--- config.mk ---
export PLATFORM = sky130hd
export DESIGN_NAME = mem_arbiter_flat
export DESIGN_NICKNAME = d
export VERILOG_FILES = /design/src/rtl/cache_types_pkg.sv /design/src/rtl/cache_mem_if.sv /design/src/rtl/mem_arbiter.sv /design/src/flat_wrapper.sv
export VERILOG_INCLUDE_DIRS = /design/src /design/src/rtl
export SDC_FILE = /design/constraint.sdc
export NUM_CORES = 1
export LEC_CHECK = 0
export BUFFER_PORTS_ARGS = -buffer_cell sky130_fd_sc_hd__buf_2
export CORE_AREA = 3 3 116 118
export DETAILED_ROUTE_END_ITERATION = 12
export DIE_AREA = 0 0 119 121
export PLACE_DENSITY = 0.52
export SYNTH_ARGS = -nofsm -noshare
export SYNTH_HDL_FRONTEND = slang
export SYNTH_SLANG_ARGS = --single-unit
--- constraint.sdc ---
create_clock -name CLK -period 1.25 [get_ports CLK]
set_input_delay 0.0625 -clock CLK [delete_from_list [all_inputs] [get_ports CLK]]
set_output_delay 0.0625 -clock CLK [all_outputs]
set_load 0.02 [all_outputs]
--- src/rtl/cache_cfg.svh ---
`ifndef CACHE_CFG_SVH
`define CACHE_CFG_SVH

// Data and address width
`define CACHE_WORD_BITS 32

// Data cache geometry, two ways per set
`define DCACHE_SETS 8

// Words per data block, the dcache FSM assumes two
`define DCACHE_BLOCK_WORDS 2

// Instruction cache frames, one word each
`define ICACHE_SETS 16

// Wait cycles per word in the memory model
`define MEM_LATENCY_DEFAULT 2

`endif

--- src/rtl/cache_types_pkg.sv ---
`include "cache_cfg.svh"

package cache_types_pkg;

  localparam int BYTE_BITS = $clog2(`CACHE_WORD_BITS / 8);
  localparam int DC_BLK_BITS = $clog2(`DCACHE_BLOCK_WORDS);
  localparam int DC_OFF_BITS = DC_BLK_BITS + BYTE_BITS;
  localparam int DC_IDX_BITS = $clog2(`DCACHE_SETS);
  localparam int IC_IDX_BITS = $clog2(`ICACHE_SETS);

  typedef logic [`CACHE_WORD_BITS-1:0] word_t;

  // Frame tags keep every bit above the offset so any set count fits
  typedef logic [`CACHE_WORD_BITS-DC_OFF_BITS-1:0] dtag_t;
  typedef logic [`CACHE_WORD_BITS-BYTE_BITS-1:0] itag_t;

  typedef struct packed {
    logic [`CACHE_WORD_BITS-DC_IDX_BITS-DC_OFF_BITS-1:0] tag;
    logic [DC_IDX_BITS-1:0] idx;
    logic [DC_BLK_BITS-1:0] blkoff;
    logic [BYTE_BITS-1:0] bytoff;
  } dcache_addr_t;

  typedef struct packed {
    logic [`CACHE_WORD_BITS-IC_IDX_BITS-BYTE_BITS-1:0] tag;
    logic [IC_IDX_BITS-1:0] idx;
    logic [BYTE_BITS-1:0] bytoff;
  } icache_addr_t;

  typedef struct packed {
    logic valid;
    logic dirty;
    dtag_t tag;
    word_t [`DCACHE_BLOCK_WORDS-1:0] data;
  } dcache_frame_t;

  typedef struct packed {
    logic valid;
    itag_t tag;
    word_t data;
  } icache_frame_t;

endpackage

--- src/rtl/cache_mem_if.sv ---
// One word request channel between a cache and the memory arbiter
interface cache_mem_if
  import cache_types_pkg::*;
();

  // Request side, held until dwait is low
  logic ren;
  logic wen;
  word_t addr;
  word_t store;

  // Response side, load valid in the cycle dwait is low
  word_t load;
  logic dwait;

  modport cache (
    output ren,
    output wen,
    output addr,
    output store,
    input load,
    input dwait
  );

  modport arbiter (
    input ren,
    input wen,
    input addr,
    input store,
    output load,
    output dwait
  );

endinterface

--- src/rtl/mem_arbiter.sv ---
module mem_arbiter
  import cache_types_pkg::*;
(
  input logic CLK,
  input logic nRST,
  cache_mem_if.arbiter imif,
  cache_mem_if.arbiter dmif,
  output logic mem_ren,
  output logic mem_wen,
  output word_t mem_addr,
  output word_t mem_store,
  input word_t mem_load,
  input logic mem_wait
);

  logic d_req;
  logic sel_d;
  logic lock;
  logic owner_d;

  assign d_req = dmif.ren || dmif.wen;

  // Data side wins unless a word already in flight pins the owner
  assign sel_d = lock ? owner_d : d_req;

  assign mem_ren = sel_d ? dmif.ren : imif.ren;
  assign mem_wen = sel_d ? dmif.wen : imif.wen;
  assign mem_addr = sel_d ? dmif.addr : imif.addr;
  assign mem_store = sel_d ? dmif.store : imif.store;

  // Only the owner sees wait fall
  assign dmif.load = mem_load;
  assign imif.load = mem_load;
  assign dmif.dwait = sel_d ? mem_wait : 1'b1;
  assign imif.dwait = sel_d ? 1'b1 : mem_wait;

  // Owner held while memory is still counting a word
  always_ff @(posedge CLK, negedge nRST) begin
    if (!nRST) begin
      lock <= 1'b0;
      owner_d <= 1'b0;
    end else begin
      lock <= (mem_ren || mem_wen) && mem_wait;
      owner_d <= sel_d;
    end
  end

  // Memory port keeps the same word until wait falls
  a_mem_req_held: assert property (@(posedge CLK) disable iff (!nRST)
    (mem_ren || mem_wen) && mem_wait |=>
      (mem_ren || mem_wen) && $stable(mem_addr) && $stable(mem_store));

endmodule

--- src/flat_wrapper.sv ---
// flat-port wrapper written by rule: the top's interface ports become plain ports
module mem_arbiter_flat import cache_types_pkg::*;
  (CLK, nRST, mem_ren, mem_wen, mem_addr, mem_store, mem_load, mem_wait, imif_ren, imif_wen, imif_addr, imif_store, imif_load, imif_dwait, dmif_ren, dmif_wen, dmif_addr, dmif_store, dmif_load, dmif_dwait);
  cache_mem_if imif_i ();
  cache_mem_if dmif_i ();
  input logic CLK;
  input logic nRST;
  output logic mem_ren;
  output logic mem_wen;
  output word_t mem_addr;
  output word_t mem_store;
  input word_t mem_load;
  input logic mem_wait;
  input wire logic [$bits(imif_i.ren)-1:0] imif_ren;
  input wire logic [$bits(imif_i.wen)-1:0] imif_wen;
  input wire logic [$bits(imif_i.addr)-1:0] imif_addr;
  input wire logic [$bits(imif_i.store)-1:0] imif_store;
  output wire logic [$bits(imif_i.load)-1:0] imif_load;
  output wire logic [$bits(imif_i.dwait)-1:0] imif_dwait;
  input wire logic [$bits(dmif_i.ren)-1:0] dmif_ren;
  input wire logic [$bits(dmif_i.wen)-1:0] dmif_wen;
  input wire logic [$bits(dmif_i.addr)-1:0] dmif_addr;
  input wire logic [$bits(dmif_i.store)-1:0] dmif_store;
  output wire logic [$bits(dmif_i.load)-1:0] dmif_load;
  output wire logic [$bits(dmif_i.dwait)-1:0] dmif_dwait;
  assign imif_i.ren = imif_ren;
  assign imif_i.wen = imif_wen;
  assign imif_i.addr = imif_addr;
  assign imif_i.store = imif_store;
  assign imif_load = imif_i.load;
  assign imif_dwait = imif_i.dwait;
  assign dmif_i.ren = dmif_ren;
  assign dmif_i.wen = dmif_wen;
  assign dmif_i.addr = dmif_addr;
  assign dmif_i.store = dmif_store;
  assign dmif_load = dmif_i.load;
  assign dmif_dwait = dmif_i.dwait;
  mem_arbiter u_core (.CLK(CLK), .nRST(nRST), .imif(imif_i), .dmif(dmif_i), .mem_ren(mem_ren), .mem_wen(mem_wen), .mem_addr(mem_addr), .mem_store(mem_store), .mem_load(mem_load), .mem_wait(mem_wait));
endmodule
Word-level counts from Yosys, hierarchy flattened. Index checks and enable logic that the tools add are counted.

Mux-type cells: 7. Reduce and logical (&&, ||, !) cells: 3.

Operator list (count): $mux W32 (2); $mux W1 (5); $logic_or A1 B1 Y1 (2); $logic_and A1 B1 Y1 (1).

Output and inout bits: 132. Input bits: 167. Register bits after elaboration: 2.

Depth between registers and ports, before layout. Gate-level depths: netlist (run 1).

Word-level depth: 5. Depth in mapped cells: 5.

Worst setup path before layout (run 1). Ideal clock, no wire load.

Kind: register -> output. Start point: reg u_core.lock. End point: out mem_addr[0]. Data arrival time: 1.380 ns. Buffers on the path: 2. Cell stages (with the launch flop): 6. Setup slack: -0.193 ns. Cell sequence: dfrtp_1 -> and2b_1 -> nor2_2 -> buf_6 -> buf_6 -> mux2_4.

Longest elaborated chain between the ends: 2.

RTL lines: start, declared (RTL line mem_arbiter.sv:18) `logic lock;`; start signal, assigned (RTL line mem_arbiter.sv:43) `lock <= (mem_ren || mem_wen) && mem_wait;`; $mux W1 (RTL line mem_arbiter.sv:24) `assign sel_d = lock ? owner_d : d_req;`; $mux W32 (RTL line mem_arbiter.sv:28) `assign mem_addr = sel_d ? dmif.addr : imif.addr;`; end, declared (RTL line flat_wrapper.sv:10) `output word_t mem_addr;`.

Every way passes these cells.

Final worst setup path (run 1).
Start point: reg u_core.owner_d. End point: out mem_addr[28].

Longest elaborated chain between the ends: 2.

RTL lines: start, declared (RTL line mem_arbiter.sv:19) `logic owner_d;`; start signal, assigned (RTL line mem_arbiter.sv:44) `owner_d <= sel_d;`; $mux W1 (RTL line mem_arbiter.sv:24); $mux W32 (RTL line mem_arbiter.sv:28).

Every way passes these cells.

==> results of run 1 <==
==> what timing repair did <==
item                                    CTS  global route
gates resized for setup                   3             8
endpoints found under the setup margin   68            68
endpoints found under the hold margin     2             0
gates cloned                              1             2
hold buffers                              1             0
buffers inserted                          2             1
==> cells in the final DEF, fill, tap and decap left out, drive strengths merged <==
master / netlist / routed
or3: 1 / 1
nand2: 1 / 1
nor2: 2 / 2
nor3: 1 / 1
nand2b: 1 / 1
dfrtp: 2 / 2
o31ai: 1 / 1
buf: 71 / 213
o21ai: 3 / 3
a22o: 2 / 2
a21oi: 1 / 1
mux2: 64 / 64
and2b: 1 / 1
clkbuf: 0 / 5
dlygate4sd3: 0 / 1
or2: 1 / 1
==> per-layer routing <==
metal,track usage,up-vias
met1,0.0996,723
li1,-,757
met3,0.0373,6
met4,0.00797,0
met2,0.146,161
met5,0,-
==> state kept, by name, indices dropped and copies added, names as in the netlist <==
name,count
u_core.lock,1
u_core.owner_d,1
==> how the worst max path moves through the flow <==
| stage | startpoint | end |
|---|---|---|
| 4_1_cts | u_core.lock | mem_addr[22] |
| 5_1_grt | u_core.lock | mem_addr[28] |
| 3_3_place_gp | u_core.lock | mem_store[7] |
| 6_report | u_core.owner_d | mem_addr[28] |
| 3_5_place_dp | u_core.lock | mem_store[31] |
| 2_1_floorplan | u_core.lock | mem_addr[0] |
==> kinds of logic (layout without fill, tap and decap cells) <==
| kind of cell | Yosys count | count (layout) | synth area share |
|---|---|---|---|
| flip-flops | 2 | 2 | 0.0322 |
| multiplexers | 64 | 64 | 0.555 |
| AND/OR/NAND/NOR | 8 | 8 | 0.0322 |
| buffers and inverters | 71 | 219 | 0.352 |
| AO/OA/AOI/OAI | 7 | 7 | 0.0290 |
==> power breakdown <==
part | internal, mW | switching (mW) | total, mW
clock network | 0.407 | 0.0783 | 0.486
logic | 0.684 | 0.642 | 1.33
registers | 0.0707 | 0.00467 | 0.0754
total | 1.16 | 0.725 | 1.89
==> layout make-up <==
| type | count | area, µm² |
|---|---|---|
| Multi-Input combinational cell | 79 | 977 |
| Tap cell | 172 | 215 |
| Clock buffer | 3 | 75.1 |
| Sequential cell | 2 | 50.0 |
| Fill cell | 1376 | 10000 |
| Timing Repair Buffer | 216 | 1220 |
==> worst max-delay path, cell delays in order, from the launching register on <==
cell and delay (ps):
dfrtp_1 360, and2b_1 220, nor2_4 100, buf_4 160
clkbuf_16 190, mux2_4 300, buf_2 160
==> metrics by stage <==
| step | hold slack (ps) | instance area [µm²] |
|---|---|---|
| 6_report | 105 | 2530 |
| 3_5_place_dp | -146 | 2320 |
| 3_3_place_gp | -147 | 2320 |
| 5_1_grt | 124 | 2530 |
| 4_1_cts | 101 | 2460 |
| 2_1_floorplan | -233 | 1570 |
==> flow_summary.ini, run 1 <==
[critical_path]
worst_r2r_startpoint = u_core.owner_d
ff2ff_path_depth = 4
cp.required_ps = 1190
crit_path_end_kind = output port
ff2ff_setup_slack_ps = 120
crit_type = flop to output port
cp.arrival_ps = 1740
crit_fanout = 10
rr_endpoint = u_core.owner_d
crit_path_start_kind = flop

[pwr]
max-vdd-ir-drop_mv = 0.577
power.leakage_nw = 1.46
power_mw = 1.89
power_density_nw_per_um2 = 744

[sta]
rsz0062_at_grt = true
hold_violations = 0
slew_headroom = 0.834
worst_slack_ps = -551
fin_crit_sh = 1.44
fin_crit_ps = 1800
tightest_slew_ps = 248
tns_ps = -34080
finClkSkew_ps = 0.343
drv_slew = 0
setup_viol = 68
max_freq_mhz = 555

[die]
rows = 41
start_util = 0.124
core_um2 = 12600
die_h_um = 121
dieArea_um2 = 14400
die_x_um = 119
io_pins = 299

[synth]
synth_top_area_cell = mux2_4
ys_seq_area_frac = 0.0322
synth.top_cells.by_area = mux2_4 37%, buf_4 31%, mux2_2 19%, buf_6 3.6%, dfrtp_1 3.2%
yosys-top-cells-count = 64 x buf_4, 38 x mux2_4, 26 x mux2_2, 5 x buf_6, 3 x o21ai_0
synth_top_cell_area_share = 0.367
syn_inst = 152
yosysMostFrequentCell = buf_4
ys_types = 18
syn_area_um2 = 1560
postSynthAreaPerCell_um2 = 10.2
synth-async-reset-ratio = 1.00
synth_edf_count = 0
synth-seq-cells = 2
syn_nets = 319
synth_flop_cell = dfrtp_1
yosysWarnings = 0

[placed_design]
pre_cts_ws_ps = -358
place_inst = 462
io_buffers = 202
gp_congestion = 0.776
hpwl_um = 5940

[global_routing]
grt_max_degree = 21
antenna_found_initial = 0
grt_use_total = 0.0843
grt_pass1_vias = 1647
grt_pass1_wl_um = 9370
gr-total-overflow = 0

[route]
wl_per_cell_um = 15.1
drt_iter0_drc = 25
antenna_left = 0
wl_met1_um = 2780
met3WireLength_um = 829
top_layer = met4
wl_met2_um = 3500
routed_wl_um = 7130
vias_per_cell = 3.49
dr.pass1.iters = 4
drc = 0
vias = 1647

[clocking]
clockBufferDepth = 2
path_clk_slew_ps = 30
cts-root-buf = clkbuf_16
cts.htree.levels = 1
cts_tree = built
numCtsBuffers = 3
clk_latency_ps = 220
clock_sinks = 2

[finish]
instances_no_fill = 472
nNetsFinal = 469
n_antenna_cell = 0
area_growth_pct = 63.0
drive_above_1_share = 0.957
final_util = 0.202

[worst_hold_path]
min_path_type = input pin to flop
min-delay-start = mem_wait
whs_endpoint = u_core.lock
hold_depth = 3

[status]
violations = setup timing
outcome = finished with violations

[job]
cap_violations = 0
(Power assumes the default switching activity.)
==> run 2, diff against run 1 <==
Settings changed: PLACE_DENSITY 0.52 to not set, PLACE_DENSITY_LB_ADDON set to 0.3.
==> run 2 against run 1 <==
Against the previous run: the flow still finishes with violations (setup timing); combinational power shrank 9%; global-route usage shrank 1.4 points; worst hold slack gained 8.9 ps; clock skew is essentially flat; register-to-register slack gained 60 ps; design area shrank 4.8%; worst setup slack gained 4.0 ps; first-iteration DRC count shrank 24%; clock power is essentially flat; die area is the same; largest power group unchanged.
==> flow_summary.ini, run 2 (synthesized netlist as in run 1, its figures left out) <==
[status]
outcome = finished with violations
violations = setup timing

[finish]
fillers = 1395
design_area_um2 = 2410
drive_above_1_share = 0.952
n_antenna_cell = 0
final_common_cell = buf_2
final_util = 0.192
nNetsFinal = 460
top_regs = u_core.lock x1, u_core.owner_d x1
area_growth_pct = 55.2
instances_no_fill = 463
layout.cells.most_common_list = 195 x buf_2, 38 x mux2_4, 26 x mux2_2

[placed_design]
pre_cts_ws_ps = -330
io_buffers = 202
place_inst = 459
hpwl_um = 5180
placed_area_um2 = 2300
gp_congestion = 0.739

[route]
drt_iter0_drc = 19
drc = 0
routed_wl_um = 5760
dr.pass1.iters = 3
met3WireLength_um = 834
wl_met1_um = 2000
antenna_left = 0
wl_per_cell_um = 12.4
wl_met2_um = 2900
top_layer = met4
vias_per_cell = 3.37
vias = 1562

[global_routing]
grt_pass1_wl_um = 8180
grt_max_degree = 34
antenna_found_initial = 0
grt_use_total = 0.0705
grt_pass1_vias = 1607
gr-total-overflow = 0

[sta]
fin_crit_sh = 1.44
rsz0062_at_grt = true
whs_ps = 114
slew_headroom = 0.836
fin_crit_ps = 1800
setup_viol = 68
drv_slew = 0
tns_ps = -31950
tightest_slew_ps = 246
max_freq_mhz = 557
finClkSkew_ps = 0.807
worst_slack_ps = -547
hold_violations = 0

[worst_hold_path]
min_path_type = input pin to flop

[die]
rows = 41
core_um2 = 12600
die_h_um = 121
start_util = 0.124
die_x_um = 119
io_pins = 299
dieArea_um2 = 14400

[critical_path]
ff2ff_path_depth = 4
path_cells = and2b_1, nor2_4, buf_12, mux2_2, buf_2
crit_fanout = 33
crit_type = flop to output port
rr_endpoint = u_core.owner_d
startpoint = u_core.lock
cp-endpoint = mem_store[31]
crit_path_start_kind = flop
cp.arrival_ps = 1730
worst_r2r_startpoint = u_core.lock
slowest_stage = mux2_2
slowest_delay_ps = 380
ff2ff_setup_slack_ps = 180
cp.required_ps = 1190
crit_path_end_kind = output port

[pwr]
max-vdd-ir-drop_mv = 0.586
power_density_nw_per_um2 = 734
power_mw = 1.77
power.leakage_nw = 1.39

[clocking]
clockBufferDepth = 2
numCtsBuffers = 3
path_clk_slew_ps = 30
cts_tree = built
postCtsSetupBuffers = 0
cts-root-buf = clkbuf_16
clock_sinks = 2
clk_latency_ps = 220
cts.htree.levels = 1

[job]
cap_violations = 0
## run 2: cell count changes in the layout (fill, tap and decap cells not counted), sizes merged
cell and delta:
clkbuf -2, buf -7
## run 2: worst max-delay path, delay by kind of cell, from the launching register on
family / cells / cell delay, ps
flip-flops: 1 / 360
multiplexers: 1 / 380
AND/OR/NAND/NOR: 2 / 340
buffers and inverters: 2 / 420
## run 2: layout make-up
class | instances | area, µm² | area share
clock buffers | 3 | 75.1 | 0.0311
multi-input cells | 79 | 980 | 0.406
flip-flops and latches | 2 | 50.0 | 0.0207
well taps | 172 | 215 | 0.0892
repair buffers | 207 | 1090 | 0.453
## run 2: how the worst min path moves through the flow
stage,start,slack [ps],cells after the start,to
after floorplan,nRST,-230,0,u_core.lock
after global placement,nRST,-150,1,u_core.owner_d
after detailed placement,nRST,-150,1,u_core.lock
after CTS,mem_wait,110,3,u_core.lock
after global routing,mem_wait,120,3,u_core.lock
final,mem_wait,110,3,u_core.lock
## run 2: repair_timing
action,in CTS,in global routing
hold buffers,1,0
resized for setup,7,2
hold endpoints to repair,2,0
setup endpoints to repair,68,68
## run 2: power breakdown
part	internal, mW	switching [mW]
Combinational	0.624	0.588
Sequential	0.0706	0.00217
Clock	0.408	0.0784
## run 2: layer usage
| layer | global-route usage | vias up |
|---|---|---|
| li1 | - | 741 |
| met1 | 0.0736 | 657 |
| met2 | 0.128 | 158 |
| met3 | 0.0340 | 6 |
| met4 | 0.0159 | 0 |
| met5 | 0 | - |
