$ cat config.mk
export PLATFORM = sky130hd
export DESIGN_NAME = icache_flat
export DESIGN_NICKNAME = d
export VERILOG_FILES = /design/src/rtl/cache_types_pkg.sv /design/src/rtl/cache_mem_if.sv /design/src/rtl/icache.sv /design/src/flat_wrapper.sv
export VERILOG_INCLUDE_DIRS = /design/src /design/src/rtl
export SDC_FILE = /design/constraint.sdc
export NUM_CORES = 1
export LEC_CHECK = 0
export BUFFER_PORTS_ARGS = -buffer_cell sky130_fd_sc_hd__buf_2
export CORE_MARGIN = 5
export CORE_UTILIZATION = 50
export CTS_CLUSTER_SIZE = 20
export DETAILED_ROUTE_END_ITERATION = 6
export GPL_ROUTABILITY_DRIVEN = 0
export HOLD_SLACK_MARGIN = 0.08
export PLACE_DENSITY = 0.64
export SLEW_MARGIN = 15
export SYNTH_ARGS = -nofsm -noshare
export SYNTH_HDL_FRONTEND = slang
export SYNTH_SLANG_ARGS = --single-unit
export TNS_END_PERCENT = 50
$ cat constraint.sdc
create_clock -name CLK -period 3.9 [get_ports CLK]
set_input_delay 0.78 -clock CLK [delete_from_list [all_inputs] [get_ports CLK]]
set_output_delay 0.78 -clock CLK [all_outputs]
set_load 0.1 [all_outputs]
$ cat src/rtl/cache_cfg.svh
`ifndef CACHE_CFG_SVH
`define CACHE_CFG_SVH

// Data and address width
`define CACHE_WORD_BITS 32

// Data cache geometry, two ways per set
`define DCACHE_SETS 8

// Words per data block, the dcache FSM assumes two
`define DCACHE_BLOCK_WORDS 2

// Instruction cache frames, one word each
`define ICACHE_SETS 16

// Wait cycles per word in the memory model
`define MEM_LATENCY_DEFAULT 2

`endif

$ cat src/rtl/cache_types_pkg.sv
`include "cache_cfg.svh"

package cache_types_pkg;

  localparam int BYTE_BITS = $clog2(`CACHE_WORD_BITS / 8);
  localparam int DC_BLK_BITS = $clog2(`DCACHE_BLOCK_WORDS);
  localparam int DC_OFF_BITS = DC_BLK_BITS + BYTE_BITS;
  localparam int DC_IDX_BITS = $clog2(`DCACHE_SETS);
  localparam int IC_IDX_BITS = $clog2(`ICACHE_SETS);

  typedef logic [`CACHE_WORD_BITS-1:0] word_t;

  // Frame tags keep every bit above the offset so any set count fits
  typedef logic [`CACHE_WORD_BITS-DC_OFF_BITS-1:0] dtag_t;
  typedef logic [`CACHE_WORD_BITS-BYTE_BITS-1:0] itag_t;

  typedef struct packed {
    logic [`CACHE_WORD_BITS-DC_IDX_BITS-DC_OFF_BITS-1:0] tag;
    logic [DC_IDX_BITS-1:0] idx;
    logic [DC_BLK_BITS-1:0] blkoff;
    logic [BYTE_BITS-1:0] bytoff;
  } dcache_addr_t;

  typedef struct packed {
    logic [`CACHE_WORD_BITS-IC_IDX_BITS-BYTE_BITS-1:0] tag;
    logic [IC_IDX_BITS-1:0] idx;
    logic [BYTE_BITS-1:0] bytoff;
  } icache_addr_t;

  typedef struct packed {
    logic valid;
    logic dirty;
    dtag_t tag;
    word_t [`DCACHE_BLOCK_WORDS-1:0] data;
  } dcache_frame_t;

  typedef struct packed {
    logic valid;
    itag_t tag;
    word_t data;
  } icache_frame_t;

endpackage

$ cat src/rtl/cache_mem_if.sv
// One word request channel between a cache and the memory arbiter
interface cache_mem_if
  import cache_types_pkg::*;
();

  // Request side, held until dwait is low
  logic ren;
  logic wen;
  word_t addr;
  word_t store;

  // Response side, load valid in the cycle dwait is low
  word_t load;
  logic dwait;

  modport cache (
    output ren,
    output wen,
    output addr,
    output store,
    input load,
    input dwait
  );

  modport arbiter (
    input ren,
    input wen,
    input addr,
    input store,
    output load,
    output dwait
  );

endinterface

$ cat src/rtl/icache.sv
`include "cache_cfg.svh"

module icache
  import cache_types_pkg::*;
#(
  parameter int NUM_SETS = `ICACHE_SETS
) (
  input logic CLK,
  input logic nRST,
  input logic imem_ren,
  input word_t imem_addr,
  output logic ihit,
  output word_t imem_load,
  cache_mem_if.cache mif
);

  localparam int INDEX_BITS = $clog2(NUM_SETS);
  localparam int TAG_SHIFT = INDEX_BITS + BYTE_BITS;

  typedef enum logic {
    IDLE,
    FETCH
  } state_t;

  state_t state;
  state_t next_state;
  icache_frame_t frames [NUM_SETS];
  icache_addr_t req;
  logic [INDEX_BITS-1:0] idx;
  itag_t tag;
  logic hit;

  // Tag width follows the set count
  assign req = imem_addr;
  assign idx = imem_addr[TAG_SHIFT-1:BYTE_BITS];
  assign tag = itag_t'(imem_addr >> TAG_SHIFT);

  assign hit = frames[idx].valid && (frames[idx].tag == tag);
  assign ihit = (state == IDLE) && imem_ren && hit;
  assign imem_load = frames[idx].data;

  // Word aligned fetch of the address the core holds until ihit
  assign mif.ren = (state == FETCH);
  assign mif.wen = 1'b0;
  assign mif.addr = {req.tag, req.idx, {BYTE_BITS{1'b0}}};
  assign mif.store = '0;

  always_comb begin
    next_state = state;
    case (state)
      IDLE: begin
        if (imem_ren && !hit) begin
          next_state = FETCH;
        end
      end
      FETCH: begin
        if (!mif.dwait) begin
          next_state = IDLE;
        end
      end
      default: next_state = IDLE;
    endcase
  end

  always_ff @(posedge CLK, negedge nRST) begin
    if (!nRST) begin
      state <= IDLE;
      frames <= '{default: '0};
    end else begin
      state <= next_state;
      // Fill on the completing word so the request hits next cycle
      if (state == FETCH && !mif.dwait) begin
        frames[idx].valid <= 1'b1;
        frames[idx].tag <= tag;
        frames[idx].data <= mif.load;
      end
    end
  end

  // Fetch word stays on the channel until memory answers
  a_fetch_held: assert property (@(posedge CLK) disable iff (!nRST)
    mif.ren && mif.dwait |=> mif.ren && $stable(mif.addr));

endmodule

$ cat src/flat_wrapper.sv
// flat-port wrapper written by rule: the top's interface ports become plain ports
module icache_flat import cache_types_pkg::*;
#(
  parameter int NUM_SETS = `ICACHE_SETS
)
  (CLK, nRST, imem_ren, imem_addr, ihit, imem_load, mif_ren, mif_wen, mif_addr, mif_store, mif_load, mif_dwait);
  cache_mem_if mif_i ();
  input logic CLK;
  input logic nRST;
  input logic imem_ren;
  input word_t imem_addr;
  output logic ihit;
  output word_t imem_load;
  output wire logic [$bits(mif_i.ren)-1:0] mif_ren;
  output wire logic [$bits(mif_i.wen)-1:0] mif_wen;
  output wire logic [$bits(mif_i.addr)-1:0] mif_addr;
  output wire logic [$bits(mif_i.store)-1:0] mif_store;
  input wire logic [$bits(mif_i.load)-1:0] mif_load;
  input wire logic [$bits(mif_i.dwait)-1:0] mif_dwait;
  assign mif_ren = mif_i.ren;
  assign mif_wen = mif_i.wen;
  assign mif_addr = mif_i.addr;
  assign mif_store = mif_i.store;
  assign mif_i.load = mif_load;
  assign mif_i.dwait = mif_dwait;
  icache #(.NUM_SETS(NUM_SETS)) u_core (.CLK(CLK), .nRST(nRST), .imem_ren(imem_ren), .imem_addr(imem_addr), .ihit(ihit), .imem_load(imem_load), .mif(mif_i));
endmodule
After elaboration in Yosys (flattened, before gate mapping). Index checks and enable logic that the tools add are counted.

Register bits: 1009. Latch bits: 0. Bits in writable memories: 0. Bits in read-only memories: 0. Output and inout bits: 99. Word-level logic and storage cells: 77. Memories kept: 0.

$add $sub $neg: 0. $mul: 0. Divide/modulo/power cells: 0. Magnitude comparators: 2. Eq/ne operators: 1. Shift-type cells: 0. Multiplexer cells: 15. Bitwise logic cells: 2. Reduce and logical (&&, ||, !) cells: 8.

Operator list (count): 1008-bit bitwise mux (3); 63-bit demux with 4-bit select (3); 63-bit binary-select mux with 4-bit select (1); 63-bit two-way mux (3); 62-bit two-way mux (1); 32-bit two-way mux (1); 30-bit by 26-bit equality test with 1-bit output (1); 1-bit logical AND (6); 5-bit greater-or-equal comparator, second input constant (1); 5-bit by 1-bit < comparator with 1-bit output, second input constant (1); 4-bit inverter with 5-bit output (1); 1-bit logical NOT (2); 1-bit two-way mux (2); 1-bit one-hot mux with 2 select lines (1); 1-bit inverter (1).

Longest topological paths before layout. Gate-level depths: netlist of the first run.

Word-level depth: 10. Mapped depth: 11.

Worst setup path before layout of the first run. No wires, ideal clock.

Kind: input port to output port. From: input imem_addr[2]. To: output ihit. Arrival time: 3.378 ns. Required time: 3.120 ns. Slack: -0.258 ns. Cell stages on the path: 8. Buffers on the path: 2. Path through: buf_6 > buf_8 > mux4_1 > mux4_2 > xnor2_1 > nand4_1 > nor4_1 > and4_1.

Longest elaborated chain between the ends: 7.

Ends and longest elaborated chain: from (decl) (RTL line flat_wrapper.sv:11) `input word_t imem_addr;`; 4-bit inverter with 5-bit output (not written as such) (*) (RTL line icache.sv:38) `assign hit = frames[idx].valid && (frames[idx].tag == tag);`; 63-bit binary-select mux with 4-bit select (*) (RTL line icache.sv:38); 63-bit two-way mux (not written as such) (*) (2 in a row) (RTL line icache.sv:38); 30-bit by 26-bit equality test with 1-bit output (RTL line icache.sv:38); 1-bit logical AND (*) (RTL line icache.sv:38); 1-bit logical AND (*) (RTL line icache.sv:39) `assign ihit = (state == IDLE) && imem_ren && hit;`; to (decl) (RTL line flat_wrapper.sv:12) `output logic ihit;`.

Mark *: on every way between the ends. The rest lies on a longest branch, timed or not. The select of a mux whose other input is x is not followed.

Final worst setup path of the first run.
From: input imem_addr[3]. To: output ihit.

The elaborated chain is that of the path after synthesis.

==> results of run 1 <==
cell usage in the layout (no fill, tap or decap), types with 5 or more instances in the layout:
cell type	instances
conb_1	35
buf_2	106
bufinv_16	8
clkbuf_16	106
xnor2_1	16
o21ai_0	117
mux4_1	17
nand2b_1	14
nand2_1	118
nor2_1	8
nand4_1	5
clkinv_2	18
o22ai_1	7
clkbuf_8	26
or2_2	7
buf_16	5
inv_1	13
a21oi_1	6
nand2_4	9
buf_12	44
dfrtp_1	945
buf_6	6
xor2_1	10
mux2i_1	41
clkbuf_1	22
o2bb2ai_1	5
mux4_2	250
buf_4	147
mux2_2	827
nand3_1	6
flip-flops by register name, summed over array words and instances, names as in the netlist:
name            count
u_core.mif.ren      1
u_core.frames     944
timing repair:
| item | in CTS | in global routing |
|---|---|---|
| setup buffers | 4 | 0 |
| gates cloned | 2 | 2 |
| pin swaps | 7 | 6 |
| gates resized for setup | 24 | 12 |
| endpoints found under the setup margin | 27 | 8 |
worst max-delay path by stage:
stage	from	end	slack, ps	depth (start not counted)
detailed placement	imem_addr[2]	ihit	-470	11
CTS	u_core.frames[560]	ihit	-350	8
floorplan	imem_addr[2]	imem_load[10]	-30	8
global placement	imem_addr[2]	ihit	-510	11
finish	imem_addr[3]	ihit	-350	10
global route	u_core.frames[664]	ihit	-400	8
cells by family after synthesis:
kind of cell,Yosys count
simple gates,189
xor+xnor,27
flops,945
buf+inv,326
other cells,1
mux,1135
compound gates,165
critical path, stage by stage:
cell,delay [ps]
buf_16,120
buf_8,110
mux4_2,500
mux4_2,510
xnor2_2,190
nand4_1,220
buf_4,220
nor4_4,320
and4_4,310
buf_12,180
per-layer routing:
metal	part of all wire [%]	vias up
li1	-	10500
met1	45	13600
met2	49	584
met3	4.4	145
met4	1.9	2
met5	0.012	-
power breakdown:
group          switching [W]  internal, W  leakage (nW)
clock network        0.00399      0.00593          1.72
logic                0.00285      0.00306          8.78
registers            0.00105       0.0119          12.1
total                0.00789       0.0209          22.6
through the flow:
step,power (W),cell area (sq um),cells,setup WS [ps],TNS [ps]
finish,0.0288,49500,4153,-348,-348
global route,0.0301,49500,4153,-400,-400
CTS,0.0290,49400,4151,-345,-345
detailed placement,0.0190,45800,3959,-474,-4950
global placement,0.0186,45800,3959,-506,-5010
floorplan,0.0173,43300,2822,-31.6,-715
cell type report:
type | count | area, sq um
fillers | 6617 | 35900
flip-flops and latches | 945 | 23600
multi-input cells | 1551 | 18100
clock buffers | 152 | 3040
repair buffers | 313 | 2810
well taps | 1144 | 1430
clock inverters | 34 | 432
inverters | 14 | 55.1
==> impl_metrics.ini, run 1 <==
[global_routing]
antenna_found_initial = 3
grt_pass1_wl_microns = 169000
grt.total_usage_pct = 23.4
grt_use_met3_pct = 3.47
grt_pass1_vias = 27200
busiest_layer = met2
grt_overflow_total = 0
grt_max_degree = 110
met1_usage_pct = 33.4
use_met2_pct = 38.7

[worst_setup_path]
crit_required_ps = 3120
crit_type = in2out
critPathLaunchType = input port
r2r_end = u_core.mif.ren
r2r_start = u_core.frames[664]
worstPathArrival_ps = 3470
worstRegToRegCells = 8
worstPathMaxFanout = 6
end_kind = primary output
regToRegSetupSlack_ps = 1230

[synthesis]
synth_edf_count = 0
synth_xor_area_share_pct = 0.547
netlist_top_cells_count = dfrtp_1, mux2_2, mux4_2
synth.distinct_cells = 58
synthSimpleGateAreaFrac_pct = 1.95
netlist_instances = 2788
synthAdderAreaFrac_pct = 0
synth_area_leaders = dfrtp_1, mux2_2, mux4_2
yosys_warnings = 0
synth-compound-area-share_pct = 2.20
synthMuxAreaShare_pct = 36.6
yosysSeqAreaShare_pct = 54.7
synth_ff_type = dfrtp_1
synth_most_common_cell = dfrtp_1
synth.largest_area_cell = dfrtp_1
synth-async-reset-ratio_pct = 100
synth_top_area_share_pct = 54.7
synth_top_family_by_area = multiplexers
syn_area_sq_um = 43200
ys_ff_latch = 945
syn_avg_cell_area_sq_um = 15.5

[job]
cap_violations = 0

[sta]
slew_viol_final = 0
holdWs_ps = 150
timing.fmax_mhz = 235
hold_viol_final = 0
rsz0062_at_grt = yes
clock_skew_ps = 15.4
post-route-period-util_pct = 109
finalSetupViolCount = 1
relSlewSlack_pct = 24.6
worst_pin_slew_ps = 1130
min_period_ps = 4250
setup_ws_ps = -348

[floorplanning]
die_x_microns = 304
chipHeight_microns = 304
design.die.area_sq_um = 92400
coreArea_sq_um = 85400
start_util_pct = 50.6
io_pins = 167
placementRows = 107

[power_and_ir_drop]
leakage_nw = 22.6
ir_drop_uv = 411
power_density_nw_per_um2 = 582

[placement]
io_buffers = 129
dp_hpwl_microns = 63400

[drt]
drt-total-wl_microns = 109000
drc_errors = 1
drtIter0Drc = 1607
via_per_inst = 5.97
ant_nets = 0
wl_per_cell_microns = 26.2
drt_pass1_iterations = 7
vias = 24800

[final_layout]
areaGrowthSynthToFinish_pct = 14.6
final_nets = 2996
final_util_pct = 58.0
drive_gt1_share_pct = 52.6
n_antenna_cell = 0

[clock_network]
cts_tree = done
numCtsBuffers = 103
clk_pin_slew_ps = 60
root_buffer = clkbuf_16
clockBufferDepth = 3
h-tree-depth = 3
holdBufCountCts = 0
cts_sinks = 945
insertion_delay_ps = 660

[outcome]
violations = design-rule violations, negative setup slack
status = finished with violations

[min_path]
hold_class = in2async
(Power assumes the default switching activity.)
==> run 2, diff against run 1 <==
--- a/config.mk
+++ b/config.mk
@@ -8,12 +8,12 @@
 export LEC_CHECK = 0
 export BUFFER_PORTS_ARGS = -buffer_cell sky130_fd_sc_hd__buf_2
 export CORE_MARGIN = 5
-export CORE_UTILIZATION = 50
+export CORE_UTILIZATION = 32
 export CTS_CLUSTER_SIZE = 20
 export DETAILED_ROUTE_END_ITERATION = 6
 export GPL_ROUTABILITY_DRIVEN = 0
 export HOLD_SLACK_MARGIN = 0.08
-export PLACE_DENSITY = 0.64
+export PLACE_DENSITY = 0.44
 export SLEW_MARGIN = 15
 export SYNTH_ARGS = -nofsm -noshare
 export SYNTH_HDL_FRONTEND = slang
==> constraint.sdc (replaced) <==
create_clock -name CLK -period 3.9 [get_ports CLK]
set_input_delay 0.195 -clock CLK [delete_from_list [all_inputs] [get_ports CLK]]
set_output_delay 0.195 -clock CLK [all_outputs]
set_load 0.1 [all_outputs]
==> run 2 against run 1 <==
  * Maximum frequency up 12%
  * Largest power group unchanged
  * Clock power rose by 7%
  * Hold slack lost 36 ps
  * Sequential cell count is the same
  * Combinational power fell by 3%
  * The flow finishes with violations (design-rule violations)
  * Power rose by 1.6%
==> impl_metrics.ini, run 2 (same netlist as run 1, synthesis figures left out) <==
[worst_setup_path]
end_kind = primary output
slowest_stage = o41a_1
worstPathArrival_ps = 3590
worstPathMaxFanout = 2
worstPathCellList = mux4_1 -> mux2i_1 -> xor2_1 -> o21ai_0 -> o41a_1 -> nor4_2 -> and4_1 -> buf_12
crit_type = reg2out
crit_required_ps = 3700
critPathLaunchType = register
max_stage_delay_ps = 520

[floorplanning]
coreArea_sq_um = 134000
placementRows = 134
start_util_pct = 32.3
io_pins = 167
chipHeight_microns = 377
die_x_microns = 377
design.die.area_sq_um = 142000

[global_routing]
grt.total_usage_pct = 17.4
grt_pass1_vias = 27500
grt_max_degree = 129
grt_pass1_wl_microns = 185000
grt_overflow_total = 0
antenna_found_initial = 5

[power_and_ir_drop]
power_density_nw_per_um2 = 582
leakage_nw = 22.5
p_total_w = 0.0293
ir_drop_uv = 313

[sta]
min_period_ps = 3790
rsz0062_at_grt = no
setup_tns_ps = 0
hold_viol_final = 0
clock_skew_ps = 10.5
post-route-period-util_pct = 97.1
finalSetupViolCount = 0
slew_viol_final = 0
setup_ws_ps = 112
timing.fmax_mhz = 264
relSlewSlack_pct = 37.6
holdWs_ps = 115
worst_pin_slew_ps = 935

[clock_network]
insertion_delay_ps = 710
clockBufferDepth = 3
h-tree-depth = 3
cts_sinks = 945
clk_pin_slew_ps = 50
numCtsBuffers = 109
cts_tree = done
root_buffer = clkbuf_16
ctsResizeCount = 0

[final_layout]
final_nets = 2977
areaGrowthSynthToFinish_pct = 16.3
regMostFlops = u_core.frames
drive_gt1_share_pct = 50.2
final_cell_mix = dfrtp_1, mux2_2, mux4_2
final.fill_count = 12500
final_common_cell = dfrtp_1
largest_reg_flops = 944

[outcome]
violations = design-rule violations
status = finished with violations

[min_path]
hold_class = in2async

[placement]
io_buffers = 129
dp_hpwl_microns = 70600
post-place-ws_ps = 297

[drt]
drt_pass1_iterations = 7
wl_per_cell_microns = 25.7
drt-total-wl_microns = 123000
ant_nets = 0
drc_errors = 3
drtIter0Drc = 1351
via_per_inst = 5.16
vias = 24600

[job]
cap_violations = 0
[run 2: cell types whose count changed in the layout (fill, tap and decap cells not counted), sizes merged]
| cell | delta |
|---|---|
| clkbuf | +9 |
| clkinv | +2 |
| bufinv | +1 |
| diode | +1 |
| dlygate4sd3 | +62 |
| buf | -84 |
[run 2: path summary, 6_finish.rpt]
check / slack (ps) / depth (start not counted) / start / to
max in group asynchronous: 2590 / 3 / nRST / u_core.frames[822]
setup / recovery: 110 / 8 / u_core.frames[935] / ihit
hold / removal: 110 / 2 / nRST / u_core.frames[143]
hold reg to reg: 460 / 1 / u_core.frames[188] / u_core.frames[188]
min in group CLK: 410 / 3 / imem_addr[19] / u_core.frames[234]
setup reg to reg: 800 / 8 / u_core.frames[935] / u_core.mif.ren
[run 2: through the flow]
| step | area, sq um | util (%) | instances |
|---|---|---|---|
| finish | 50200 | 37.5 | 4768 |
| global route | 50200 | 37.5 | 4767 |
| CTS | 50200 | 37.5 | 4767 |
| detailed placement | 45900 | 34.3 | 4504 |
| global placement | 45900 | 34.3 | 4504 |
| floorplan | 43300 | - | 2822 |
[run 2: routing by layer]
metal | global-route usage [%] | routed length [microns]
met1 | 24.6 | 57100
met2 | 28.5 | 58300
met3 | 2.78 | 4590
met4 | 3.95 | 2610
met5 | 0 | 27
[run 2: power breakdown]
group	internal (W)	total [W]	switching [W]
clock	0.00635	0.0106	0.00422
sequential	0.0119	0.0130	0.00103
combinational	0.00288	0.00574	0.00286
total	0.0212	0.0293	0.00811
[run 2: worst max-delay path, delay by kind of cell (launching register included)]
kind / cells / cell delay [ps]
flops: 1 / 370
mux: 2 / 740
compound gates: 2 / 630
buf+inv: 1 / 210
simple gates: 2 / 750
xor+xnor: 1 / 170
[run 2: what timing repair did]
action	CTS	global route
setup buffers	0	0
endpoints found under the hold margin	1024	0
hold buffers	62	0
[run 2: layout make-up]
| type | instances | area [sq um] | share of cell area (%) |
|---|---|---|---|
| Antenna cell | 1 | 2.50 | 0.00498 |
| Multi-Input combinational cell | 1551 | 18100 | 36.0 |
| Tap cell | 1768 | 2210 | 4.40 |
| Timing Repair Buffer | 288 | 2490 | 4.97 |
| Inverter | 14 | 55.1 | 0.110 |
| Clock buffer | 164 | 3250 | 6.48 |
| Sequential cell | 945 | 23600 | 47.1 |
| Clock inverter | 37 | 488 | 0.971 |
